==> config.mk <==
export PLATFORM = sky130hd
export DESIGN_NAME = icache_resp_stage
export DESIGN_NICKNAME = d
export VERILOG_FILES = /design/src/source/icache_geom_pkg.sv /design/src/source/fetch_pkg.sv /design/src/source/icache_resp_stage.sv
export VERILOG_INCLUDE_DIRS = /design/src /design/src/source
export SDC_FILE = /design/constraint.sdc
export NUM_CORES = 1
export LEC_CHECK = 0
export BUFFER_PORTS_ARGS = -buffer_cell sky130_fd_sc_hd__buf_2
export CORE_AREA = 2 2 291 293
export CTS_CLUSTER_SIZE = 24
export DETAILED_ROUTE_END_ITERATION = 12
export DIE_AREA = 0 0 293 295
export HOLD_SLACK_MARGIN = 0.15
export PLACE_DENSITY = 0.36
export SETUP_SLACK_MARGIN = 0.02
export SYNTH_ARGS = -nofsm -noshare
export SYNTH_HDL_FRONTEND = slang
export SYNTH_SLANG_ARGS = --single-unit
==> constraint.sdc <==
create_clock -name clk -period 6.1 [get_ports clk]
set_input_delay 0.305 -clock clk [delete_from_list [all_inputs] [get_ports clk]]
set_output_delay 0.305 -clock clk [all_outputs]
set_load 0.02 [all_outputs]
==> src/source/icache_defines.svh <==
`ifndef ICACHE_DEFINES_SVH
`define ICACHE_DEFINES_SVH

// fetch byte address width.
`define ICACHE_ADDR_W 64

// number of sets, one line per way in each set.
`define ICACHE_SETS 64

// associativity.
`define ICACHE_WAYS 4

// line size in bytes, also the width of one refill from memory.
`define ICACHE_LINE_BYTES 16

// instruction width seen by decode.
`define ICACHE_INST_W 32

// tag = address bits above index and offset,
// i.e. 64 - 6 - 4 = 54 bits with the values above.

`endif

==> src/source/icache_geom_pkg.sv <==
`default_nettype none

`include "icache_defines.svh"

package icache_geom_pkg;

	localparam int unsigned OFFSET_W = $clog2(`ICACHE_LINE_BYTES); // byte in line.
	localparam int unsigned INDEX_W = $clog2(`ICACHE_SETS);
	localparam int unsigned TAG_W = `ICACHE_ADDR_W - INDEX_W - OFFSET_W;

	typedef logic [`ICACHE_ADDR_W-1:0] addr_t;
	typedef logic [TAG_W-1:0] tag_t; // bits 63:10.
	typedef logic [INDEX_W-1:0] index_t; // bits 9:4.
	typedef logic [`ICACHE_LINE_BYTES*8-1:0] line_t;
	typedef logic [`ICACHE_WAYS-1:0] way_mask_t; // one-hot or zero.

	function automatic tag_t addr_tag(addr_t a);
		return a[`ICACHE_ADDR_W-1 -: TAG_W];
	endfunction

	function automatic index_t addr_index(addr_t a);
		return a[OFFSET_W +: INDEX_W];
	endfunction

	// clears the byte offset.
	function automatic addr_t line_base(addr_t a);
		return a & ~addr_t'(`ICACHE_LINE_BYTES - 1);
	endfunction

endpackage

`default_nettype wire

==> src/source/fetch_pkg.sv <==
`default_nettype none

`include "icache_defines.svh"

package fetch_pkg;

	localparam int unsigned WORDS = `ICACHE_LINE_BYTES * 8 / `ICACHE_INST_W; // per line.

	typedef logic [`ICACHE_INST_W-1:0] inst_t;
	typedef logic [$clog2(WORDS)-1:0] word_sel_t;

	// bits 3:2 of the fetch address.
	function automatic word_sel_t word_sel(icache_geom_pkg::addr_t a);
		return a[$clog2(`ICACHE_INST_W / 8) +: $bits(word_sel_t)];
	endfunction

	function automatic inst_t pick_word(icache_geom_pkg::line_t line, word_sel_t sel);
		return line[int'(sel) * `ICACHE_INST_W +: `ICACHE_INST_W];
	endfunction

endpackage

`default_nettype wire

==> src/source/icache_resp_stage.sv <==
`timescale 1ns/1ps
`default_nettype none

`include "icache_defines.svh"

module icache_resp_stage (
	input logic clk,
	input logic rst,
	input icache_geom_pkg::addr_t addr,
	input logic valid,
	input logic flush,
	input logic id_ready,
	input icache_geom_pkg::way_mask_t way_hit,
	input icache_geom_pkg::line_t mem_line,
	input icache_geom_pkg::line_t way_data [`ICACHE_WAYS],
	output fetch_pkg::inst_t inst,
	output logic ready
);

	import icache_geom_pkg::*;
	import fetch_pkg::*;

	way_mask_t hit_q;
	line_t refill_q; // copy of the memory line for a miss.
	word_sel_t sel_q;
	line_t rd_line;
	inst_t cur_inst;
	inst_t hold_q;
	logic held;

	// control side of the response.
	always_ff @(posedge clk) begin
		if (rst) begin
			hit_q <= '0;
			ready <= 1'b0;
		end else if (id_ready) begin
			if (flush) begin
				hit_q <= '0;
				ready <= 1'b0; // drop the in-flight response.
			end else begin
				hit_q <= way_hit;
				ready <= valid;
			end
		end
	end

	always_ff @(posedge clk) begin
		if (id_ready) begin
			refill_q <= mem_line;
			sel_q <= word_sel(addr);
		end
	end

	// hit way's read port, else the saved refill line.
	always_comb begin
		rd_line = '0;
		for (int w = 0; w < `ICACHE_WAYS; w++) begin
			if (hit_q[w]) begin
				rd_line = rd_line | way_data[w];
			end
		end
		if (hit_q == '0) begin
			rd_line = refill_q;
		end
	end

	assign cur_inst = pick_word(rd_line, sel_q);

	// freeze on the first stalled cycle, release with id_ready.
	always_ff @(posedge clk) begin
		if (rst) begin
			held <= 1'b0;
		end else begin
			held <= !id_ready;
		end
	end

	always_ff @(posedge clk) begin
		if (!id_ready && !held) begin
			hold_q <= cur_inst;
		end
	end

	assign inst = held ? hold_q : cur_inst;

endmodule

`default_nettype wire

# --- Yosys cells after proc, flatten, opt, wreduce, memory -nomap -nowiden ---
# Index checks and enable logic that the tools add are counted.
totals:
  register_bits: 168
  word_cells: 22
  in_bits: 713
classes:
  n_reduce_logical: 4
  shift: 1
  mux: 8
  n_bitwise: 3
op_table:
  columns: ["cell", "n"]
  rows:
  - ["128-bit two-way mux", 5]
  - ["128-bit OR", 3]
  - ["128-bit by 8-bit variable part select with 32-bit output", 1]
  - ["32-bit two-way mux", 1]
  - ["4-bit logical NOT", 1]
  - ["4-bit two-way mux", 1]
  - ["1-bit logical NOT", 2]
  - ["1-bit logical AND", 1]
  - ["1-bit two-way mux", 1]

# --- Longest topological paths before layout ---
# Gate-level depths: netlist of run 1.
logic_depth:
  ltp_word: 10
  mapped_depth: 6
  depth_no_buf: 4

# --- Worst setup path after synthesis of run 1 ---
# No wires, ideal clock.
synth_timing:
  path_type: "register to register"
  from: "reg held"
  to: "reg hold_q[0], enable pin"
  period_less_slack_ns: 2.539
  arrival_time_ns: 2.118
  stages_incl_launch_ff: 4
  setup_time_ns: 0.421
  setup_slack_ns: 3.561
  path_buffers: 2
  path_cell_list: "dfxtp_1 clkbuf_1 clkbuf_1 nor2_1"
synth_between:
  elab_chain_len: 2
synth_lines:
  columns: ["item", "line_no", "text"]
  rows:
  - ["start: declaration", "icache_resp_stage.sv:29", "logic held;"]
  - ["start signal: assignment", "icache_resp_stage.sv:74", "held <= !id_ready;"]
  - ["1-bit logical NOT", "icache_resp_stage.sv:79", "if (!id_ready && !held) begin"]
  - ["1-bit logical AND", "icache_resp_stage.sv:79", null]
  - ["end signal: assignment", "icache_resp_stage.sv:80", "hold_q <= cur_inst;"]
  - ["end: declaration", "icache_resp_stage.sv:28", "inst_t hold_q;"]
# No other way between the ends.
# A chain may end at the register's enable or synchronous reset.

# --- Worst setup path after layout of run 1 ---
layout_timing:
  from: "reg hit_q[1]"
  to: "out inst[5]"
layout_between:
  elab_chain_len: 8
  word_cells_on_any_way: 9
layout_lines:
  columns: ["item", "line_no", "text"]
  rows:
  - ["start: declaration", "icache_resp_stage.sv:23", "way_mask_t hit_q;"]
  - ["start signal: assignment", "icache_resp_stage.sv:41", "hit_q <= way_hit;"]
  - ["128-bit two-way mux", "icache_resp_stage.sv:58", "if (hit_q[w]) begin"]
  - ["128-bit OR", "icache_resp_stage.sv:59", "rd_line = rd_line | way_data[w];"]
  - ["128-bit two-way mux", "icache_resp_stage.sv:58", null]
  - ["128-bit OR", "icache_resp_stage.sv:59", null]
  - ["128-bit two-way mux", "icache_resp_stage.sv:58", null]
  - ["128-bit two-way mux (*)", "icache_resp_stage.sv:62", "if (hit_q == '0) begin"]
  - ["128-bit by 8-bit variable part select with 32-bit output (*)", "fetch_pkg.sv:18", "return line[int'(sel) * `ICACHE_INST_W +: `ICACHE_INST_W];"]
  - ["32-bit two-way mux (*)", "icache_resp_stage.sv:84", "assign inst = held ? hold_q : cur_inst;"]
  - ["end: declaration", "icache_resp_stage.sv:16", "output fetch_pkg::inst_t inst,"]
# Mark *: on every way between the ends. The rest lies on a longest branch, timed or not.

==> results of run 1 <==
## area by class of cell
cell class | instances | share of cell area, %
multi-input combinational | 599 | 26.14
clock inverter | 15 | 1.188
antenna | 2 | 0.03086
timing repair buffer | 843 | 30.83
clock buffer | 17 | 2.623
tap | 1080 | 8.331
sequential | 168 | 30.85
## where the power goes
part / total, mW / switching (mW) / internal (mW)
sequential: 1.43 / 0.0481 / 1.38
combinational: 0.885 / 0.479 / 0.406
clock: 1.22 / 0.566 / 0.657
total: 3.54 / 1.09 / 2.44
## Yosys cell counts (all sizes together)
cell type / count / area, µm²
and3: 32 / 200.2
dfxtp: 6 / 120.1
edfxtp: 162 / 4865
nor2b: 5 / 31.28
buf: 34 / 186.4
nor3: 32 / 160.2
a222oi: 128 / 1281
nand2: 97 / 364.1
nand3b: 1 / 7.510
clkbuf: 55 / 206.5
nand3: 32 / 160.2
nand2b: 3 / 18.77
a22o: 32 / 280.3
a21boi: 64 / 480.5
nor2: 7 / 26.28
a21oi: 133 / 665.6
nor4: 1 / 12.51
o41ai: 32 / 520.5
## per-stage QoR
step / hold slack (ns) / instances
final: 0.2479 / 2724
after global routing: 0.2329 / 2724
after CTS: 0.2074 / 2722
after detailed placement: 0.4831 / 2550
after global placement: 0.4834 / 2550
after floorplan: 0.3717 / 856
## final timing paths
check          startpoint           end  slack, ns  cells past startpoint
max              hit_q[1]       inst[5]       2.37                      6
min              id_ready  refill_q[19]       0.25                      1
max reg2reg      hit_q[1]    hold_q[28]       3.24                      5
min reg2reg  refill_q[21]    hold_q[21]       0.68                      2
## worst reg2reg max path: stages, from the launching register on
cell      delay (ns)
dfxtp_4         0.59
buf_4           0.46
a222oi_1        0.95
a21boi_1        0.33
a22o_1          0.22
nor3_1          0.06
## logic make-up (layout without fill, tap and decap cells)
kind of cell	Yosys count	in the layout	synth area share, %
simple gates	210	210	10.23
flops	168	168	52.00
other cells	0	2	0
buf+inv	89	875	4.098
compound gates	389	389	33.67
## state kept, by name, indices dropped and copies added (netlist names)
signal	cells
held	1
hit_q	4
hold_q	32
ready	1
refill_q	128
sel_q	2
## repair_timing
item,in CTS,in global routing
endpoints found under the hold margin,136,0
resized for setup,0,0
setup buffers,0,0
hold buffers,140,0
## metal layers
metal / wire length [µm] / vias to the layer above / track usage [%]
met5: 101 / - / 0
met4: 1585 / 18 / 5.103
met3: 3777 / 79 / 3.270
met2: 28310 / 541 / 22.26
met1: 22680 / 5433 / 14.23
li1: - / 5188 / -
==> impl_metrics.yaml, run 1 <==
critical_path:
  cp.arrival_ns: 3.42
  required_ns: 5.79
  cp_cell_sequence: "nor4_4, buf_4, a21boi_0, a22o_1, o41ai_2, buf_2"
  crit_family: "compound AO/OA/AOI/OAI gates"
  crit_type: "reg2out"
  max_stage_delay_ns: 0.61
  worstSetupEndpointType: "primary output"
  cp_max_fo: 65
  slowest_stage: "buf_4"
  cp-start-kind: "flip-flop"
  path_buf_inv: 2
drt:
  drtIter0Drc: 857
  dr.pass1.iters: 10
  via_per_inst: 4.133
  wire_per_inst_um: 20.72
  drc: 0
  routed_wirelength_um: 56450
  via_count: 11260
  drtAntennaViolNets: 0
timing:
  worstMarginPinSlew_ns: 0.9745
  timing.setup.tns_ns: 0
  setup_ws_ns: 2.371
  final_hold_viol_count: 0
  period_share_pct: 61.14
  rsz0062_at_grt: "false"
  finalMaxSlewViolations: 0
  fin_skew_ns: 0.01891
  slew_headroom_pct: 35.03
  setup_viol: 0
  min_period_ns: 3.729
  fmax_mhz: 268.1
power:
  cellLeakagePower_nw: 6.827
  report.power.total_mw: 3.536
  vdd_drop_max_mv: 0.1713
  power_density_nw_per_um2: 218.0
floorplan:
  pin_count: 746
  chipWidth_um: 293
  die-height_um: 295
  dieArea_um2: 86440
  initial_utilization_pct: 11.53
  coreArea_um2: 83160
  num_rows: 106
synthesis:
  yosysSeqAreaShare_pct: 52.00
  synth_nets: 1569
  netlist_area_um2: 9587
  avgSynthCellArea_um2: 11.20
  ys_seq_elements: 168
  synth_cell_types: 21
  yosysWarningCount: 0
  synthCells: 856
min_path:
  min_path_type: "in2reg"
place:
  place_ws_ns: 2.803
  place_congestion: 0.8113
  port_buffers: 683
  post_dp_cell_area_um2: 14190
  hpwl_um: 42190
global_route:
  grt_pass1_wl_um: 77780
  track_usage_pct: 12.53
  overflow: 0
  antenna_found_initial: 15
  grt_pass1_vias: 11860
  grt_max_degree: 95
clock_tree:
  clock_sinks: 168
  numCtsBuffers: 17
  cts_tree: "done"
  cts_buffer_depth: 2
  insertion_delay_ns: 0.49
  path_clk_slew_ns: 0.09
  cts_max_level: 4
  cts_root_buf: "clkbuf_16"
final_layout:
  syn2layout_area_growth_pct: 69.19
  layout-drive-gt1-share_pct: 47.32
  stdcell_area_um2: 16220
  layout_common_cells: "buf_2, edfxtp_1, dlygate4sd3_1"
  final_core_util_pct: 19.50
  nFillCells: 9311
  mostFrequentLayoutCell: "buf_2"
  multi_input_area_um2: 4240
  nNetsFinal: 2342
  register_area_um2: 5004
run:
  maxCapViolCount: 0
outcome:
  status: "complete, no violations"
(Power assumes the default switching activity.)
==> inputs of run 2 (changes only) <==
==> constraint.sdc (replaced) <==
create_clock -name clk -period 3.7 [get_ports clk]
set_input_delay 0.185 -clock clk [delete_from_list [all_inputs] [get_ports clk]]
set_output_delay 0.185 -clock clk [all_outputs]
set_load 0.02 [all_outputs]
==> impl_metrics.yaml, run 2 (synthesized netlist as in run 1, its figures left out) <==
drt:
  via_per_inst: 4.153
  routed_wirelength_um: 57160
  drtIter0Drc: 911
  dr.pass1.iters: 9
  drc: 0
  drtAntennaViolNets: 0
  via_count: 11350
  wire_per_inst_um: 20.91
critical_path:
  required_ns: 3.51
  cp_cell_sequence: "buf_12, a222oi_1, and3_1, o41ai_2, buf_2"
  r2r-start: "hit_q[1]"
  cp.arrival_ns: 3.13
  worstSetupEndpointType: "primary output"
  max_stage_delay_ns: 0.91
  crit_type: "reg2out"
  slowest_stage: "dfxtp_4"
  cp_max_fo: 58
  regToRegSetupSlack_ns: 1.05
  crit_start: "hit_q[2]"
  cp-start-kind: "flip-flop"
place:
  hpwl_um: 43640
  dp_cells: 2555
  place_ws_ns: 0.8212
  port_buffers: 683
  place_congestion: 0.8157
run:
  maxCapViolCount: 0
timing:
  min_period_ns: 3.312
  setup_ws_ns: 0.3878
  period_share_pct: 89.52
  setup_viol: 0
  slew_headroom_pct: 36.39
  finalMaxSlewViolations: 0
  final_hold_viol_count: 0
  worstMarginPinSlew_ns: 0.9542
  fin_hold_ws_ns: 0.2129
  rsz0062_at_grt: "false"
  fin_skew_ns: 0.01703
  fmax_mhz: 301.9
  timing.setup.tns_ns: 0
clock_tree:
  cts_tree: "done"
  path_clk_slew_ns: 0.08
  cts_buffer_depth: 2
  numCtsBuffers: 17
  cts_root_buf: "clkbuf_16"
  clock_sinks: 168
  cts_max_level: 4
  insertion_delay_ns: 0.48
final_layout:
  largest_reg_flops: 128
  register_area_um2: 5004
  layout_common_cells: "buf_2, edfxtp_1, dlygate4sd3_1"
  nNetsFinal: 2352
  nFillCells: 9226
  regMostFlops: "refill_q"
  reg_top3: "refill_q x128, hold_q x32, hit_q x4"
  mostFrequentLayoutCell: "buf_2"
  layout-drive-gt1-share_pct: 47.28
  syn2layout_area_growth_pct: 71.01
  multi_input_area_um2: 4240
  final_cells: 2734
  final_core_util_pct: 19.72
global_route:
  overflow: 0
  antenna_found_initial: 13
  grt_pass1_wl_um: 78180
  track_usage_pct: 12.65
  grt_pass1_vias: 11840
  grt_max_degree: 69
floorplan:
  dieArea_um2: 86440
  chipWidth_um: 293
  coreArea_um2: 83160
  pin_count: 746
  initial_utilization_pct: 11.53
  die-height_um: 295
  num_rows: 106
power:
  cellLeakagePower_nw: 6.889
  power_density_nw_per_um2: 352.3
  vdd_drop_max_mv: 0.2367
outcome:
  status: "complete, no violations"
min_path:
  min_path_type: "in2reg"
  hp-start: "id_ready"
==> run 2: cell count changes in the layout (fill, tap and decap cells not counted) <==
cell / change
buf_4: -4
inv_8: -2
bufinv_16: -1
clkinv_4: +1
clkbuf_1: +1
clkinv_2: -2
buf_12: +9
clkinvlp_4: +1
dlygate4sd3_1: +5
inv_6: +2
==> run 2: worst max-delay path, delay by kind of cell, from the launching register on <==
family	cells	cell delay (ns)
compound gates	2	0.70
buf+inv	2	0.57
flops	1	0.91
simple gates	1	0.31
==> run 2: final timing paths <==
check                           cells after the start           end
worst max-delay path                                5      inst[20]
worst min-delay path                                1  refill_q[85]
worst max register to register                      5    hold_q[31]
worst min register to register                      2    hold_q[15]
==> run 2: layout make-up <==
cell class	count	share of cell area, %
timing repair buffer	853	31.73
sequential	168	30.52
multi-input combinational	599	25.86
tap	1080	8.242
clock buffer	18	2.618
clock inverter	14	0.9998
antenna	2	0.03053
==> run 2: power breakdown <==
part	internal, mW	switching, mW
Clock	1.01	0.917
Combinational	0.696	0.788
Sequential	2.27	0.0867
==> run 2: what timing repair did <==
item / 4_1_cts / 5_1_grt
gates resized for setup: 0 / 0
buffers inserted: 0 / 0
hold buffers: 145 / 0
endpoints found under the hold margin: 136 / 0
==> run 2: metal layers <==
layer / up-vias / GRT usage, % / routed length, µm
met5: - / 0 / 92
met4: 14 / 4.103 / 1237
met3: 61 / 2.767 / 3726
met2: 560 / 22.56 / 28700
met1: 5516 / 15.02 / 23400
li1: 5203 / - / -
==> run 2: stage by stage <==
step	cell area [µm²]	power (mW)
final	16390	5.776
after global routing	16390	6.084
after CTS	16390	5.913
after detailed placement	14350	3.793
after global placement	14350	3.780
after floorplan	9587	3.001
==> inputs of run 3 (changes only) <==
--- a/config.mk
+++ b/config.mk
@@ -6,13 +6,13 @@
 export SDC_FILE = /design/constraint.sdc
 export NUM_CORES = 1
 export LEC_CHECK = 0
-export BUFFER_PORTS_ARGS = -buffer_cell sky130_fd_sc_hd__buf_2
 export CORE_AREA = 2 2 291 293
 export CTS_CLUSTER_SIZE = 24
 export DETAILED_ROUTE_END_ITERATION = 12
 export DIE_AREA = 0 0 293 295
+export DONT_BUFFER_PORTS = 1
 export HOLD_SLACK_MARGIN = 0.15
-export PLACE_DENSITY = 0.36
+export PLACE_DENSITY = 0.3
 export SETUP_SLACK_MARGIN = 0.02
 export SYNTH_ARGS = -nofsm -noshare
 export SYNTH_HDL_FRONTEND = slang
==> impl_metrics.yaml, run 3 (synthesized netlist as in run 1, its figures left out) <==
outcome:
  status: "complete, no violations"
timing:
  final_hold_viol_count: 0
  period_share_pct: 94.79
  slew_headroom_pct: 31.27
  timing.setup.tns_ns: 0
  finalMaxSlewViolations: 0
  setup_viol: 0
  worstMarginPinSlew_ns: 1.031
  rsz0062_at_grt: "false"
  min_period_ns: 3.507
  fin_skew_ns: 0.01369
  fmax_mhz: 285.1
clock_tree:
  cts_tree: "done"
  cts_setup_buffers: 0
  clock_sinks: 168
  numCtsBuffers: 17
  path_clk_slew_ns: 0.08
  cts_root_buf: "clkbuf_16"
  insertion_delay_ns: 0.50
  cts_buffer_depth: 2
  cts_max_level: 4
global_route:
  grt_max_degree: 137
  grt_pass1_vias: 9357
  track_usage_pct: 11.67
  antenna_found_initial: 11
  grt_pass1_wl_um: 69930
  overflow: 0
place:
  post_dp_cell_area_um2: 10930
  place_congestion: 0.7858
  port_buffers: 0
  hpwl_um: 38440
  dp_cells: 1877
min_path:
  worstHoldEndpoint: "refill_q[119]"
  min_path_cells: 1
  min_path_type: "in2reg"
  hp-start: "id_ready"
power:
  p_int_mw: 3.896
  vdd_drop_max_mv: 0.3831
  cellLeakagePower_nw: 4.367
  power_density_nw_per_um2: 413.7
  report.power.total_mw: 5.551
  swShare_pct: 29.81
  p_sw_mw: 1.655
  combPwrFrac_pct: 21.3
  pwr-share-seq_pct: 42.3
  power_frac_clock_pct: 36.4
drt:
  drtAntennaViolNets: 0
  via_count: 9027
  drtIter0Drc: 1015
  via_per_inst: 4.303
  routed.top_layer: "met5"
  drc: 0
  wl_met1_um: 22300
  route.met3.wl_um: 3183
  routed_wirelength_um: 52880
  wire_per_inst_um: 25.20
  dr.pass1.iters: 10
  routed-wl-met2_um: 25840
floorplan:
  dieArea_um2: 86440
  chipWidth_um: 293
  initial_utilization_pct: 11.53
  die-height_um: 295
  num_rows: 106
  coreArea_um2: 83160
  pin_count: 746
critical_path:
  r2r-start: "hit_q[1]"
  cp_max_fo: 98
  reg2reg_to: "hold_q[27]"
  cp_cell_sequence: "buf_12, a222oi_1, nand3_1, dlygate4sd3_1, a21oi_1, o41ai_2"
  required_ns: 3.51
  worstSetupEndpointType: "primary output"
  max_stage_delay_ns: 0.65
  reg2reg_depth: 7
  cp-start-kind: "flip-flop"
  path_buf_inv: 2
  slowest_stage: "o41ai_2"
  regToRegSetupSlack_ns: 0.48
  cp.arrival_ns: 3.32
  crit_family: "buffers and inverters"
  crit_type: "reg2out"
run:
  maxCapViolCount: 0
final_layout:
  nFillCells: 9221
  reg_top3: "refill_q x128, hold_q x32, hit_q x4"
  largest_reg_flops: 128
  final_core_util_pct: 16.14
  layout_common_cells: "dlygate4sd3_1, edfxtp_1, a21oi_1"
  mostFrequentLayoutCell: "dlygate4sd3_1"
  stdcell_area_um2: 13420
  final_cells: 2098
  layout-drive-gt1-share_pct: 9.881
  regMostFlops: "refill_q"
  nNetsFinal: 1712
  syn2layout_area_growth_pct: 39.96
[run 3: changes by cell type in the layout (fill, tap and decap cells not counted), moves of 3 or more]
cell	change
buf_2	-682
dlygate4sd3_1	+37
buf_4	+7
diode_2	+4
clkinv_1	+3
clkinv_4	-3
inv_6	-3
[run 3: per-layer routing]
| metal | vias to the layer above | GRT usage (%) |
|---|---|---|
| met2 | 498 | 19.58 |
| met3 | 73 | 3.052 |
| met1 | 4507 | 14.13 |
| li1 | 3941 | - |
| met4 | 8 | 4.928 |
| met5 | - | 0 |
[run 3: worst max path at each step]
stage / from / endpoint / slack [ns] / depth (start not counted)
floorplan: held / hold_q[0] / 1.16 / 3
global placement: hit_q[1] / inst[29] / 0.93 / 5
detailed placement: hit_q[3] / inst[31] / 0.92 / 5
CTS: hit_q[1] / inst[27] / 0.1 / 6
global route: hit_q[1] / inst[1] / 0.04 / 6
finish: hit_q[1] / inst[1] / 0.19 / 6
[run 3: repair_timing]
action / CTS / global route
resized for setup: 0 / 1
setup endpoints to repair: 0 / 1
hold endpoints to repair: 302 / 0
hold buffers: 183 / 0
[run 3: final cells by class]
cell class | instances | area, µm² | share of cell area [%]
antenna | 6 | 15.01 | 0.1119
multi-input combinational | 599 | 4252 | 31.69
clock inverter | 13 | 176.4 | 1.315
clock buffer | 19 | 432.9 | 3.226
sequential | 168 | 5004 | 37.29
tap | 1080 | 1351 | 10.07
timing repair buffer | 213 | 2187 | 16.30
[run 3: worst register-to-register path, cell delays in order, from the launching register on]
cell	delay (ns)
dfxtp_4	0.47
buf_12	0.35
a222oi_1	0.51
nand3_1	0.12
dlygate4sd3_1	0.60
a21oi_1	0.27
nor3_1	0.08
dlygate4sd3_1	0.56
[run 3: power groups by stage]
| stage | sequential, mW | clock, mW | combinational [mW] |
|---|---|---|---|
| 6_report | 2.35 | 2.02 | 1.18 |
| 5_1_grt | 2.37 | 2.18 | 1.28 |
| 4_1_cts | 2.35 | 2.14 | 1.21 |
| 3_5_place_dp | 2.39 | 0 | 0.972 |
| 3_3_place_gp | 2.39 | 0 | 0.969 |
| 2_1_floorplan | 2.35 | 0 | 0.652 |
[run 3: stage by stage]
step / hold WS [ns] / worst slack [ns]
after floorplan: 0.2517 / 1.161
after global placement: 0.2495 / 0.9345
after detailed placement: 0.2512 / 0.9176
after CTS: 0.1516 / 0.09774
after global routing: 0.1849 / 0.03931
final: 0.1796 / 0.1929
